$ cat config.mk
export PLATFORM = sky130hd
export DESIGN_NAME = c64_loader_top
export DESIGN_NICKNAME = d
export VERILOG_FILES = /design/src/verilog/loader_pkg.sv /design/src/verilog/load_parser.sv /design/src/verilog/write_queue.sv /design/src/verilog/slot_writer.sv /design/src/verilog/c64_loader_top.sv
export SDC_FILE = /design/constraint.sdc
export NUM_CORES = 1
export LEC_CHECK = 0
export BUFFER_PORTS_ARGS = -buffer_cell sky130_fd_sc_hd__buf_4
export CAP_MARGIN = 20
export CORE_MARGIN = 10
export CORE_UTILIZATION = 50
export CTS_CLUSTER_SIZE = 28
export DETAILED_ROUTE_END_ITERATION = 8
export PLACE_DENSITY = 0.7
export SKIP_LAST_GASP = 1
export SYNTH_ARGS = -nofsm -noshare
export SYNTH_HDL_FRONTEND = slang
export SYNTH_SLANG_ARGS = --single-unit
$ cat constraint.sdc
create_clock -name clk32 -period 6.75 [get_ports clk32]
set_input_delay 0.675 -clock clk32 [delete_from_list [all_inputs] [get_ports clk32]]
set_output_delay 0.675 -clock clk32 [all_outputs]
set_load 0.05 [all_outputs]
$ cat src/verilog/loader_pkg.sv
/*
 * Shared widths, constants and packed structs of the download loader.
 * Every loader file and the testbench refer to these by scoped names.
 */
`default_nettype none

package loader_pkg;

	// ==============================
	// Widths
	// ==============================
	localparam int LOAD_ADDR_W = 25;
	localparam int DL_DATA_W   = 8;

	// Download index values
	localparam logic [7:0] IDX_PRG = 8'd2;
	localparam logic [7:0] IDX_CRT = 8'd3;

	// ==============================
	// CRT image layout
	// ==============================
	localparam logic [LOAD_ADDR_W-1:0] CRT_ROM_BASE = 25'h100000;

	localparam logic [7:0] CRT_OFS_ID_HI = 8'h16;
	localparam logic [7:0] CRT_OFS_ID_LO = 8'h17;
	localparam logic [7:0] CRT_OFS_EXROM = 8'h18;
	localparam logic [7:0] CRT_OFS_GAME  = 8'h19;
	localparam logic [7:0] CRT_OFS_CHIPS = 8'h40;

	// Chip packets start on an 8 KB boundary
	localparam int BANK_ALIGN_BITS = 13;
	localparam int CHIP_HDR_BYTES  = 16;

	// One pending memory write
	typedef struct packed {
		logic [LOAD_ADDR_W-1:0] addr;
		logic [DL_DATA_W-1:0]   data;
	} mem_wr_t;

	typedef struct packed {
		logic [15:0] id;
		logic [7:0]  exrom;
		logic [7:0]  game;
	} cart_info_t;

	// Bank record taken from one chip packet header
	typedef struct packed {
		logic [7:0]             bank_type;
		logic [15:0]            bank_num;
		logic [15:0]            load_addr;
		logic [15:0]            size;
		logic [LOAD_ADDR_W-1:0] rom_base;
	} bank_hdr_t;

endpackage

`default_nettype wire

$ cat src/verilog/load_parser.sv
/*
 * First loader stage. Decodes the host's download bytes: PRG images give a
 * load address and data, CRT images give cartridge info, one bank record per
 * chip packet and packet data. Each data byte becomes one queued memory write.
 */
`timescale 1ns/1ps
`default_nettype none

module load_parser (
	input  wire                                      clk32,
	input  wire                                      rst_n_i,
	input  wire                                      dl_active_i,
	input  wire [7:0]                                dl_index_i,
	input  wire                                      dl_wr_i,
	input  wire [loader_pkg::LOAD_ADDR_W-1:0]        dl_addr_i,
	input  wire [loader_pkg::DL_DATA_W-1:0]          dl_data_i,
	output loader_pkg::mem_wr_t                      wr_req_o,
	output logic                                     push_o,
	output loader_pkg::cart_info_t                   cart_info_o,
	output loader_pkg::bank_hdr_t                    bank_hdr_o,
	output logic                                     bank_hdr_wr_o
);

	localparam int AW  = loader_pkg::LOAD_ADDR_W;
	localparam int AB  = loader_pkg::BANK_ALIGN_BITS;
	localparam int HCW = $clog2(loader_pkg::CHIP_HDR_BYTES);

	localparam logic [HCW-1:0] HDR_LAST = HCW'(loader_pkg::CHIP_HDR_BYTES - 1);

	logic [AW-1:0]  load_addr;
	logic [31:0]    blk_len;
	logic [HCW-1:0] hdr_cnt;

	logic byte_wr;
	logic is_prg;
	logic is_crt;
	logic in_chips;
	logic hdr_start;
	logic in_hdr;
	logic prg_data;
	logic crt_data;
	logic data_push;

	// ==============================
	// Byte decode
	// ==============================
	always_comb begin
		byte_wr   = dl_wr_i & dl_active_i;
		is_prg    = byte_wr && (dl_index_i == loader_pkg::IDX_PRG);
		is_crt    = byte_wr && (dl_index_i == loader_pkg::IDX_CRT);
		in_chips  = is_crt && (dl_addr_i >= AW'(loader_pkg::CRT_OFS_CHIPS));
		// A new packet starts when the previous one is used up
		hdr_start = in_chips && (blk_len == '0) && (hdr_cnt == '0);
		in_hdr    = in_chips && (hdr_cnt != '0);
		prg_data  = is_prg && (dl_addr_i > AW'(1));
		crt_data  = in_chips && !hdr_start && !in_hdr;
		data_push = prg_data | crt_data;
	end

	// ==============================
	// Control state
	// ==============================
	always_ff @(posedge clk32) begin
		if (!rst_n_i) begin
			load_addr     <= '0;
			blk_len       <= '0;
			hdr_cnt       <= '0;
			push_o        <= 1'b0;
			bank_hdr_wr_o <= 1'b0;
			cart_info_o   <= '0;
		end else begin
			push_o        <= data_push;
			bank_hdr_wr_o <= in_hdr && (hdr_cnt == HDR_LAST);

			if (is_prg) begin
				// Offsets 0 and 1 carry the little-endian load address
				if (dl_addr_i == '0)
					load_addr <= AW'(dl_data_i);
				else if (dl_addr_i == AW'(1))
					load_addr[15:8] <= dl_data_i;
				else
					load_addr <= load_addr + 1'b1;
			end

			if (is_crt) begin
				if (dl_addr_i == '0) begin
					load_addr <= loader_pkg::CRT_ROM_BASE;
					blk_len   <= '0;
					hdr_cnt   <= '0;
				end

				if (dl_addr_i == AW'(loader_pkg::CRT_OFS_ID_HI))
					cart_info_o.id[15:8] <= dl_data_i;
				if (dl_addr_i == AW'(loader_pkg::CRT_OFS_ID_LO))
					cart_info_o.id[7:0] <= dl_data_i;
				if (dl_addr_i == AW'(loader_pkg::CRT_OFS_EXROM))
					cart_info_o.exrom <= dl_data_i;
				if (dl_addr_i == AW'(loader_pkg::CRT_OFS_GAME))
					cart_info_o.game <= dl_data_i;
			end

			if (hdr_start) begin
				hdr_cnt <= HCW'(1);
				// Round up to the next bank boundary
				if (load_addr[AB-1:0] != '0)
					load_addr <= {load_addr[AW-1:AB] + 1'b1, {AB{1'b0}}};
			end else if (in_hdr) begin
				// Wraps to zero after the last header byte
				hdr_cnt <= hdr_cnt + 1'b1;
				case (hdr_cnt)
					HCW'(4): blk_len[31:24] <= dl_data_i;
					HCW'(5): blk_len[23:16] <= dl_data_i;
					HCW'(6): blk_len[15:8]  <= dl_data_i;
					HCW'(7): blk_len[7:0]   <= dl_data_i;
					HCW'(8): blk_len <= blk_len - 32'(loader_pkg::CHIP_HDR_BYTES);
					default: ;
				endcase
			end else if (crt_data) begin
				blk_len   <= blk_len - 1'b1;
				load_addr <= load_addr + 1'b1;
			end
		end
	end

	// ==============================
	// Payload registers
	// ==============================
	always_ff @(posedge clk32) begin
		if (data_push) begin
			wr_req_o.addr <= load_addr;
			wr_req_o.data <= dl_data_i;
		end

		if (in_hdr) begin
			case (hdr_cnt)
				HCW'(9):  bank_hdr_o.bank_type       <= dl_data_i;
				HCW'(10): bank_hdr_o.bank_num[15:8]  <= dl_data_i;
				HCW'(11): bank_hdr_o.bank_num[7:0]   <= dl_data_i;
				HCW'(12): bank_hdr_o.load_addr[15:8] <= dl_data_i;
				HCW'(13): bank_hdr_o.load_addr[7:0]  <= dl_data_i;
				HCW'(14): bank_hdr_o.size[15:8]      <= dl_data_i;
				HCW'(15): begin
					bank_hdr_o.size[7:0] <= dl_data_i;
					// Address was aligned at header byte 0
					bank_hdr_o.rom_base  <= load_addr;
				end
				default: ;
			endcase
		end
	end

endmodule

`default_nettype wire

$ cat src/verilog/write_queue.sv
/*
 * Second loader stage. A circular buffer of pending memory writes between
 * the parser and the slot writer. The registered full level goes back to
 * the host as its wait signal.
 */
`timescale 1ns/1ps
`default_nettype none

module write_queue #(
	parameter int WQ_DEPTH = 4
) (
	input  wire                  clk32,
	input  wire                  rst_n_i,
	input  wire                  push_i,
	input  loader_pkg::mem_wr_t  wr_req_i,
	input  wire                  pop_i,
	output loader_pkg::mem_wr_t  head_o,
	output logic                 not_empty_o,
	output logic                 full_o
);

	localparam int PW = (WQ_DEPTH > 1) ? $clog2(WQ_DEPTH) : 1;
	localparam int CW = $clog2(WQ_DEPTH + 1);

	loader_pkg::mem_wr_t mem [WQ_DEPTH];

	logic [PW-1:0] wr_ptr;
	logic [PW-1:0] rd_ptr;
	logic [CW-1:0] count;
	logic [CW-1:0] count_next;
	logic          do_push;
	logic          do_pop;

	always_comb begin
		do_pop  = pop_i && (count != '0);
		// A full queue still takes a push when it pops in the same cycle
		do_push = push_i && ((count != CW'(WQ_DEPTH)) || do_pop);
		count_next = count;
		if (do_push && !do_pop)
			count_next = count + 1'b1;
		else if (do_pop && !do_push)
			count_next = count - 1'b1;
	end

	always_ff @(posedge clk32) begin
		if (!rst_n_i) begin
			wr_ptr <= '0;
			rd_ptr <= '0;
			count  <= '0;
			full_o <= 1'b0;
		end else begin
			if (do_push)
				wr_ptr <= (wr_ptr == PW'(WQ_DEPTH - 1)) ? '0 : wr_ptr + 1'b1;
			if (do_pop)
				rd_ptr <= (rd_ptr == PW'(WQ_DEPTH - 1)) ? '0 : rd_ptr + 1'b1;
			count  <= count_next;
			full_o <= (count_next == CW'(WQ_DEPTH));
		end
	end

	// Storage
	always_ff @(posedge clk32) begin
		if (do_push)
			mem[wr_ptr] <= wr_req_i;
	end

	assign head_o      = mem[rd_ptr];
	assign not_empty_o = (count != '0);

endmodule

`default_nettype wire

$ cat src/verilog/slot_writer.sv
/*
 * Third loader stage. Takes one queued write at the rising edge of each
 * granted memory slot and holds the write strobe until the slot ends.
 * Slots that arrive while the queue is empty pass unused.
 */
`timescale 1ns/1ps
`default_nettype none

module slot_writer (
	input  wire                                clk32,
	input  wire                                rst_n_i,
	input  wire                                mem_slot_i,
	input  loader_pkg::mem_wr_t                head_i,
	input  wire                                not_empty_i,
	output logic                               pop_o,
	output logic                               mem_we_o,
	output logic [loader_pkg::LOAD_ADDR_W-1:0] mem_addr_o,
	output logic [loader_pkg::DL_DATA_W-1:0]   mem_data_o
);

	logic                slot_d;
	logic                slot_used;
	loader_pkg::mem_wr_t wr_q;

	// Rising edge of the slot with something to write
	assign pop_o = mem_slot_i && !slot_d && not_empty_i;

	always_ff @(posedge clk32) begin
		if (!rst_n_i) begin
			// Starts high so a slot already open at reset release is ignored
			slot_d    <= 1'b1;
			slot_used <= 1'b0;
		end else begin
			slot_d <= mem_slot_i;
			if (pop_o)
				slot_used <= 1'b1;
			else if (!mem_slot_i)
				slot_used <= 1'b0;
		end
	end

	always_ff @(posedge clk32) begin
		if (pop_o)
			wr_q <= head_i;
	end

	assign mem_we_o   = slot_used;
	assign mem_addr_o = wr_q.addr;
	assign mem_data_o = wr_q.data;

endmodule

`default_nettype wire

$ cat src/verilog/c64_loader_top.sv
/*
 * Download loader top level. Chains the parser, the write queue and the
 * slot writer. WQ_DEPTH sets how many writes can wait for memory slots;
 * the host must hold off while dl_wait_o is high.
 */
`timescale 1ns/1ps
`default_nettype none

module c64_loader_top #(
	parameter int WQ_DEPTH = 4
) (
	input  wire                                clk32,
	input  wire                                rst_n_i,
	// Host download side
	input  wire                                dl_active_i,
	input  wire [7:0]                          dl_index_i,
	input  wire                                dl_wr_i,
	input  wire [loader_pkg::LOAD_ADDR_W-1:0]  dl_addr_i,
	input  wire [loader_pkg::DL_DATA_W-1:0]    dl_data_i,
	output logic                               dl_wait_o,
	// Memory slot side
	input  wire                                mem_slot_i,
	output logic                               mem_we_o,
	output logic [loader_pkg::LOAD_ADDR_W-1:0] mem_addr_o,
	output logic [loader_pkg::DL_DATA_W-1:0]   mem_data_o,
	// Cartridge description
	output loader_pkg::cart_info_t             cart_info_o,
	output loader_pkg::bank_hdr_t              bank_hdr_o,
	output logic                               bank_hdr_wr_o
);

	loader_pkg::mem_wr_t wr_req;
	loader_pkg::mem_wr_t head;
	logic                push;
	logic                pop;
	logic                not_empty;

	load_parser u_parser (
		.clk32         (clk32),
		.rst_n_i       (rst_n_i),
		.dl_active_i   (dl_active_i),
		.dl_index_i    (dl_index_i),
		.dl_wr_i       (dl_wr_i),
		.dl_addr_i     (dl_addr_i),
		.dl_data_i     (dl_data_i),
		.wr_req_o      (wr_req),
		.push_o        (push),
		.cart_info_o   (cart_info_o),
		.bank_hdr_o    (bank_hdr_o),
		.bank_hdr_wr_o (bank_hdr_wr_o)
	);

	write_queue #(
		.WQ_DEPTH (WQ_DEPTH)
	) u_queue (
		.clk32       (clk32),
		.rst_n_i     (rst_n_i),
		.push_i      (push),
		.wr_req_i    (wr_req),
		.pop_i       (pop),
		.head_o      (head),
		.not_empty_o (not_empty),
		.full_o      (dl_wait_o)
	);

	slot_writer u_writer (
		.clk32       (clk32),
		.rst_n_i     (rst_n_i),
		.mem_slot_i  (mem_slot_i),
		.head_i      (head),
		.not_empty_i (not_empty),
		.pop_o       (pop),
		.mem_we_o    (mem_we_o),
		.mem_addr_o  (mem_addr_o),
		.mem_data_o  (mem_data_o)
	);

endmodule

`default_nettype wire

==> results.yml <==
place:
  gp_congestion: 1.03
  place_ws_ns: 2.84
  hpwlAfterDp_mm: 32.3
  place.port_buffers: 194
logic_synthesis:
  synth_seq_cells: 384
  avgSynthCellArea_sq_um: 12.4
  synth_edf_count: 279
  syn_area_sq_mm: 0.0169
  ys_types: 86
  async_flop_share_pct: 0
  syn_nets: 1433
  yosys_most_used_dff: "edfxtp_1"
  ys_seq_area_share_pct: 61.9
  ys_warn_count: 0
  netlist_instances: 1370
floorplanning:
  start_util_pct: 50.6
  dieArea_sq_mm: 0.0416
  die_h_microns: 204
  die_x_microns: 204
  design.core.area_sq_mm: 0.0334
  num_rows: 67
  pin_count: 195
clock_tree:
  cts_tree: "done"
  cts-root-buf: "clkbuf_16"
  cts_hold_buf: 0
  cts_num_sinks: 384
  clk_latency_ns: 0.55
  clockBufferDepth: 3
  clk_pin_slew_worst_paths_ns: 0.06
  postCtsSetupBuffers: 0
  cts_buffers: 40
  htree_num_levels: 2
  cts.repair.resized: 0
timing:
  finalCriticalPeriod_ns: 4.00
  fin_crit_sh_pct: 59.2
  hold_violations: 0
  drv_slew: 0
  fin_ws_ns: 2.75
  max_freq_mhz: 250
  skew_ns: 0.0206
  finalSetupViolations: 0
  hold_ws_ns: 0.344
  tns_ns: 0
  worst_pin_slew_ns: 1.02
  rsz0062_at_grt: "no"
  relSlewSlack_pct: 31.9
setup_path:
  r2r-end: "u_parser.blk_len[26]"
  worstPathCellList: "inv_1 > ha_1 > nor3b_2 > nand2_1 > or4_4 > o21ai_4 > buf_4 > a211oi_1 > o21ai_0 > o21ai_0"
  cp_max_fo: 17
  r2r_start: "u_parser.blk_len[4]"
  end_kind: "register"
  startpoint: "u_parser.blk_len[4]"
  critical_path.startpoint_type: "register"
  crit_arrival_ns: 4.42
  cp.buffers_inverters: 2
  criticalPathCategory: "register to register"
  reg2regPathDepth: 10
  cpMostUsedCell: "o21ai_0"
  slowest_delay_ns: 0.73
  critical-path-top-delay-family: "simple AND/OR/NAND/NOR gates"
  r2r_slack_ns: 2.75
  worstPathRequired_ns: 7.17
  cpMaxStageDelayCell: "nor3b_2"
status:
  status: "finished clean"
drt:
  drt_first_pass_iters: 6
  ant_nets: 0
  routed_via_density: 6.20
  wire_per_inst_microns: 23.9
  vias: 12500
  drt_iter0_markers: 1363
  drc: 0
  routed_wl_mm: 48.2
power_and_ir_drop:
  p_seq_share_pct: 51.7
  peakVddDrop_uv: 163
  power_switching_mw: 1.03
  clockPowerShare_pct: 44.7
  swShare_pct: 21.0
  p_int_mw: 3.86
  p_per_area_mw_per_mm2: 243
  power.total_mw: 4.89
  leakage_nw: 7.01
  combPwrFrac_pct: 3.7
worst_hold_path:
  hold_path.class: "primary input to register"
  whs_path_depth: 2
  hold_path_startpoint: "mem_slot_i"
  holdPathEnd: "u_writer.slot_d"
layout:
  nFillCells: 2635
  area_growth_pct: 18.7
  antenna_cells: 0
  final_nets: 1601
  drive_gt1_share_pct: 21.5
flow_run:
  maxCapViolCount: 0
grt:
  grt_pass1_vias: 12100
  grt_max_degree: 50
  track_usage_pct: 22.7
  grt_pass1_wl_mm: 73.9
  globalRouteOverflowTotal: 0
  antenna_found_initial: 1
==> metrics by stage <==
stage / util [%] / std cells / area (sq um)
6_report: 60.1 / 2018 / 20100
5_1_grt: 60.1 / 2018 / 20100
4_1_cts: 60.1 / 2018 / 20100
3_5_place_dp: 56.1 / 1944 / 18800
3_3_place_gp: 56.1 / 1943 / 18800
2_1_floorplan: - / 1370 / 16900
==> metal layers <==
metal | routed length [microns] | GRT usage (%) | vias up | part of all wire, %
met2 | 22900 | 36.7 | 714 | 48
met3 | 4140 | 4.33 | 168 | 8.6
met5 | 18 | 0 | - | 0.037
li1 | - | - | 5583 | -
met1 | 19000 | 29.3 | 6052 | 39
met4 | 2120 | 10.2 | 2 | 4.4
==> flip-flops by register name, indices dropped and copies added, names as in the netlist <==
register / flops
u_parser.blk_len: 32
u_queue.rd_ptr: 2
u_parser.hdr_cnt: 4
u_writer.mem_addr_o: 25
u_queue.count: 3
u_queue.wr_ptr: 2
u_parser.bank_hdr_o: 81
u_writer.slot_d: 1
u_parser.cart_info_o: 32
u_writer.mem_data_o: 8
u_parser.bank_hdr_wr_o: 1
u_queue.mem: 132
u_parser.wr_req_o: 33
u_parser.push_o: 1
u_queue.full_o: 1
u_parser.load_addr: 25
u_writer.mem_we_o: 1
==> power by group through the flow <==
stage	clock network (mW)	logic, mW	registers [mW]
6_report	2.18	0.179	2.53
5_1_grt	2.31	0.191	2.53
4_1_cts	2.22	0.179	2.53
3_5_place_dp	0	0.178	2.58
3_3_place_gp	0	0.174	2.58
2_1_floorplan	0	0.0761	2.60
==> worst max-delay path by stage <==
stage                      endpoint  slack [ns]  depth (start not counted)
2_1_floorplan  u_parser.wr_req_o[0]        3.23                         10
3_3_place_gp   u_parser.blk_len[14]        2.90                         10
3_5_place_dp   u_parser.blk_len[26]        2.84                         10
4_1_cts        u_parser.blk_len[26]        2.83                         10
5_1_grt        u_parser.blk_len[26]        2.61                         10
6_report       u_parser.blk_len[26]        2.75                         10
==> layout by cell type (no fill, tap or decap), types with 7 or more instances in the layout <==
cell	n
edfxtp_1	279
or3_1	17
nand3_1	44
a211oi_1	12
nor3_1	42
dfxtp_1	104
a31oi_1	11
nand3b_1	9
a22oi_1	13
a21o_1	7
xor2_1	19
and3_1	19
nor2_1	112
mux2i_1	37
and2_1	16
nand2b_1	8
xnor2_1	26
clkbuf_1	14
nand2_1	92
clkbuf_16	40
o21ai_1	13
mux4_2	33
nand4_1	14
inv_1	19
o22ai_1	7
a21oi_1	68
nor4_1	30
buf_4	217
o21ai_0	68
o31ai_1	10
o211ai_1	14
ha_1	17
a221o_1	7
==> synthesized netlist by cell type, types with 16 or more instances <==
cell | count | area [sq um]
a21oi_1 | 69 | 345
and2_1 | 16 | 100
and3_1 | 19 | 119
clkbuf_1 | 70 | 263
dfxtp_1 | 105 | 2100
edfxtp_1 | 279 | 8380
ha_1 | 17 | 213
inv_1 | 19 | 71.3
mux2i_1 | 37 | 370
mux4_2 | 33 | 743
nand2_1 | 92 | 345
nand3_1 | 44 | 220
nor2_1 | 112 | 420
nor3_1 | 42 | 210
nor4_1 | 31 | 194
o21ai_0 | 68 | 340
or3_1 | 17 | 106
xnor2_1 | 26 | 228
xor2_1 | 19 | 166
==> cell type report <==
cell class | instances | area (sq um) | share of cell area [%]
clock buffers | 59 | 1120 | 5.58
flip-flops and latches | 384 | 10500 | 52.2
clock inverters | 15 | 198 | 0.984
repair buffers | 218 | 1630 | 8.13
well taps | 448 | 561 | 2.79
multi-input cells | 875 | 6030 | 30.0
inverters | 19 | 71.3 | 0.355
==> logic make-up (layout without fill, tap and decap cells) <==
family | count (synthesis) | count (layout) | synth area share [%]
buf+inv | 111 | 311 | 2.65
mux | 74 | 74 | 6.85
flops | 384 | 384 | 61.9
simple gates | 446 | 446 | 13.6
compound gates | 293 | 293 | 11.4
xor+xnor | 45 | 45 | 2.33
fa+ha+maj | 17 | 17 | 1.26
Power figures use the tool's default switching activity.
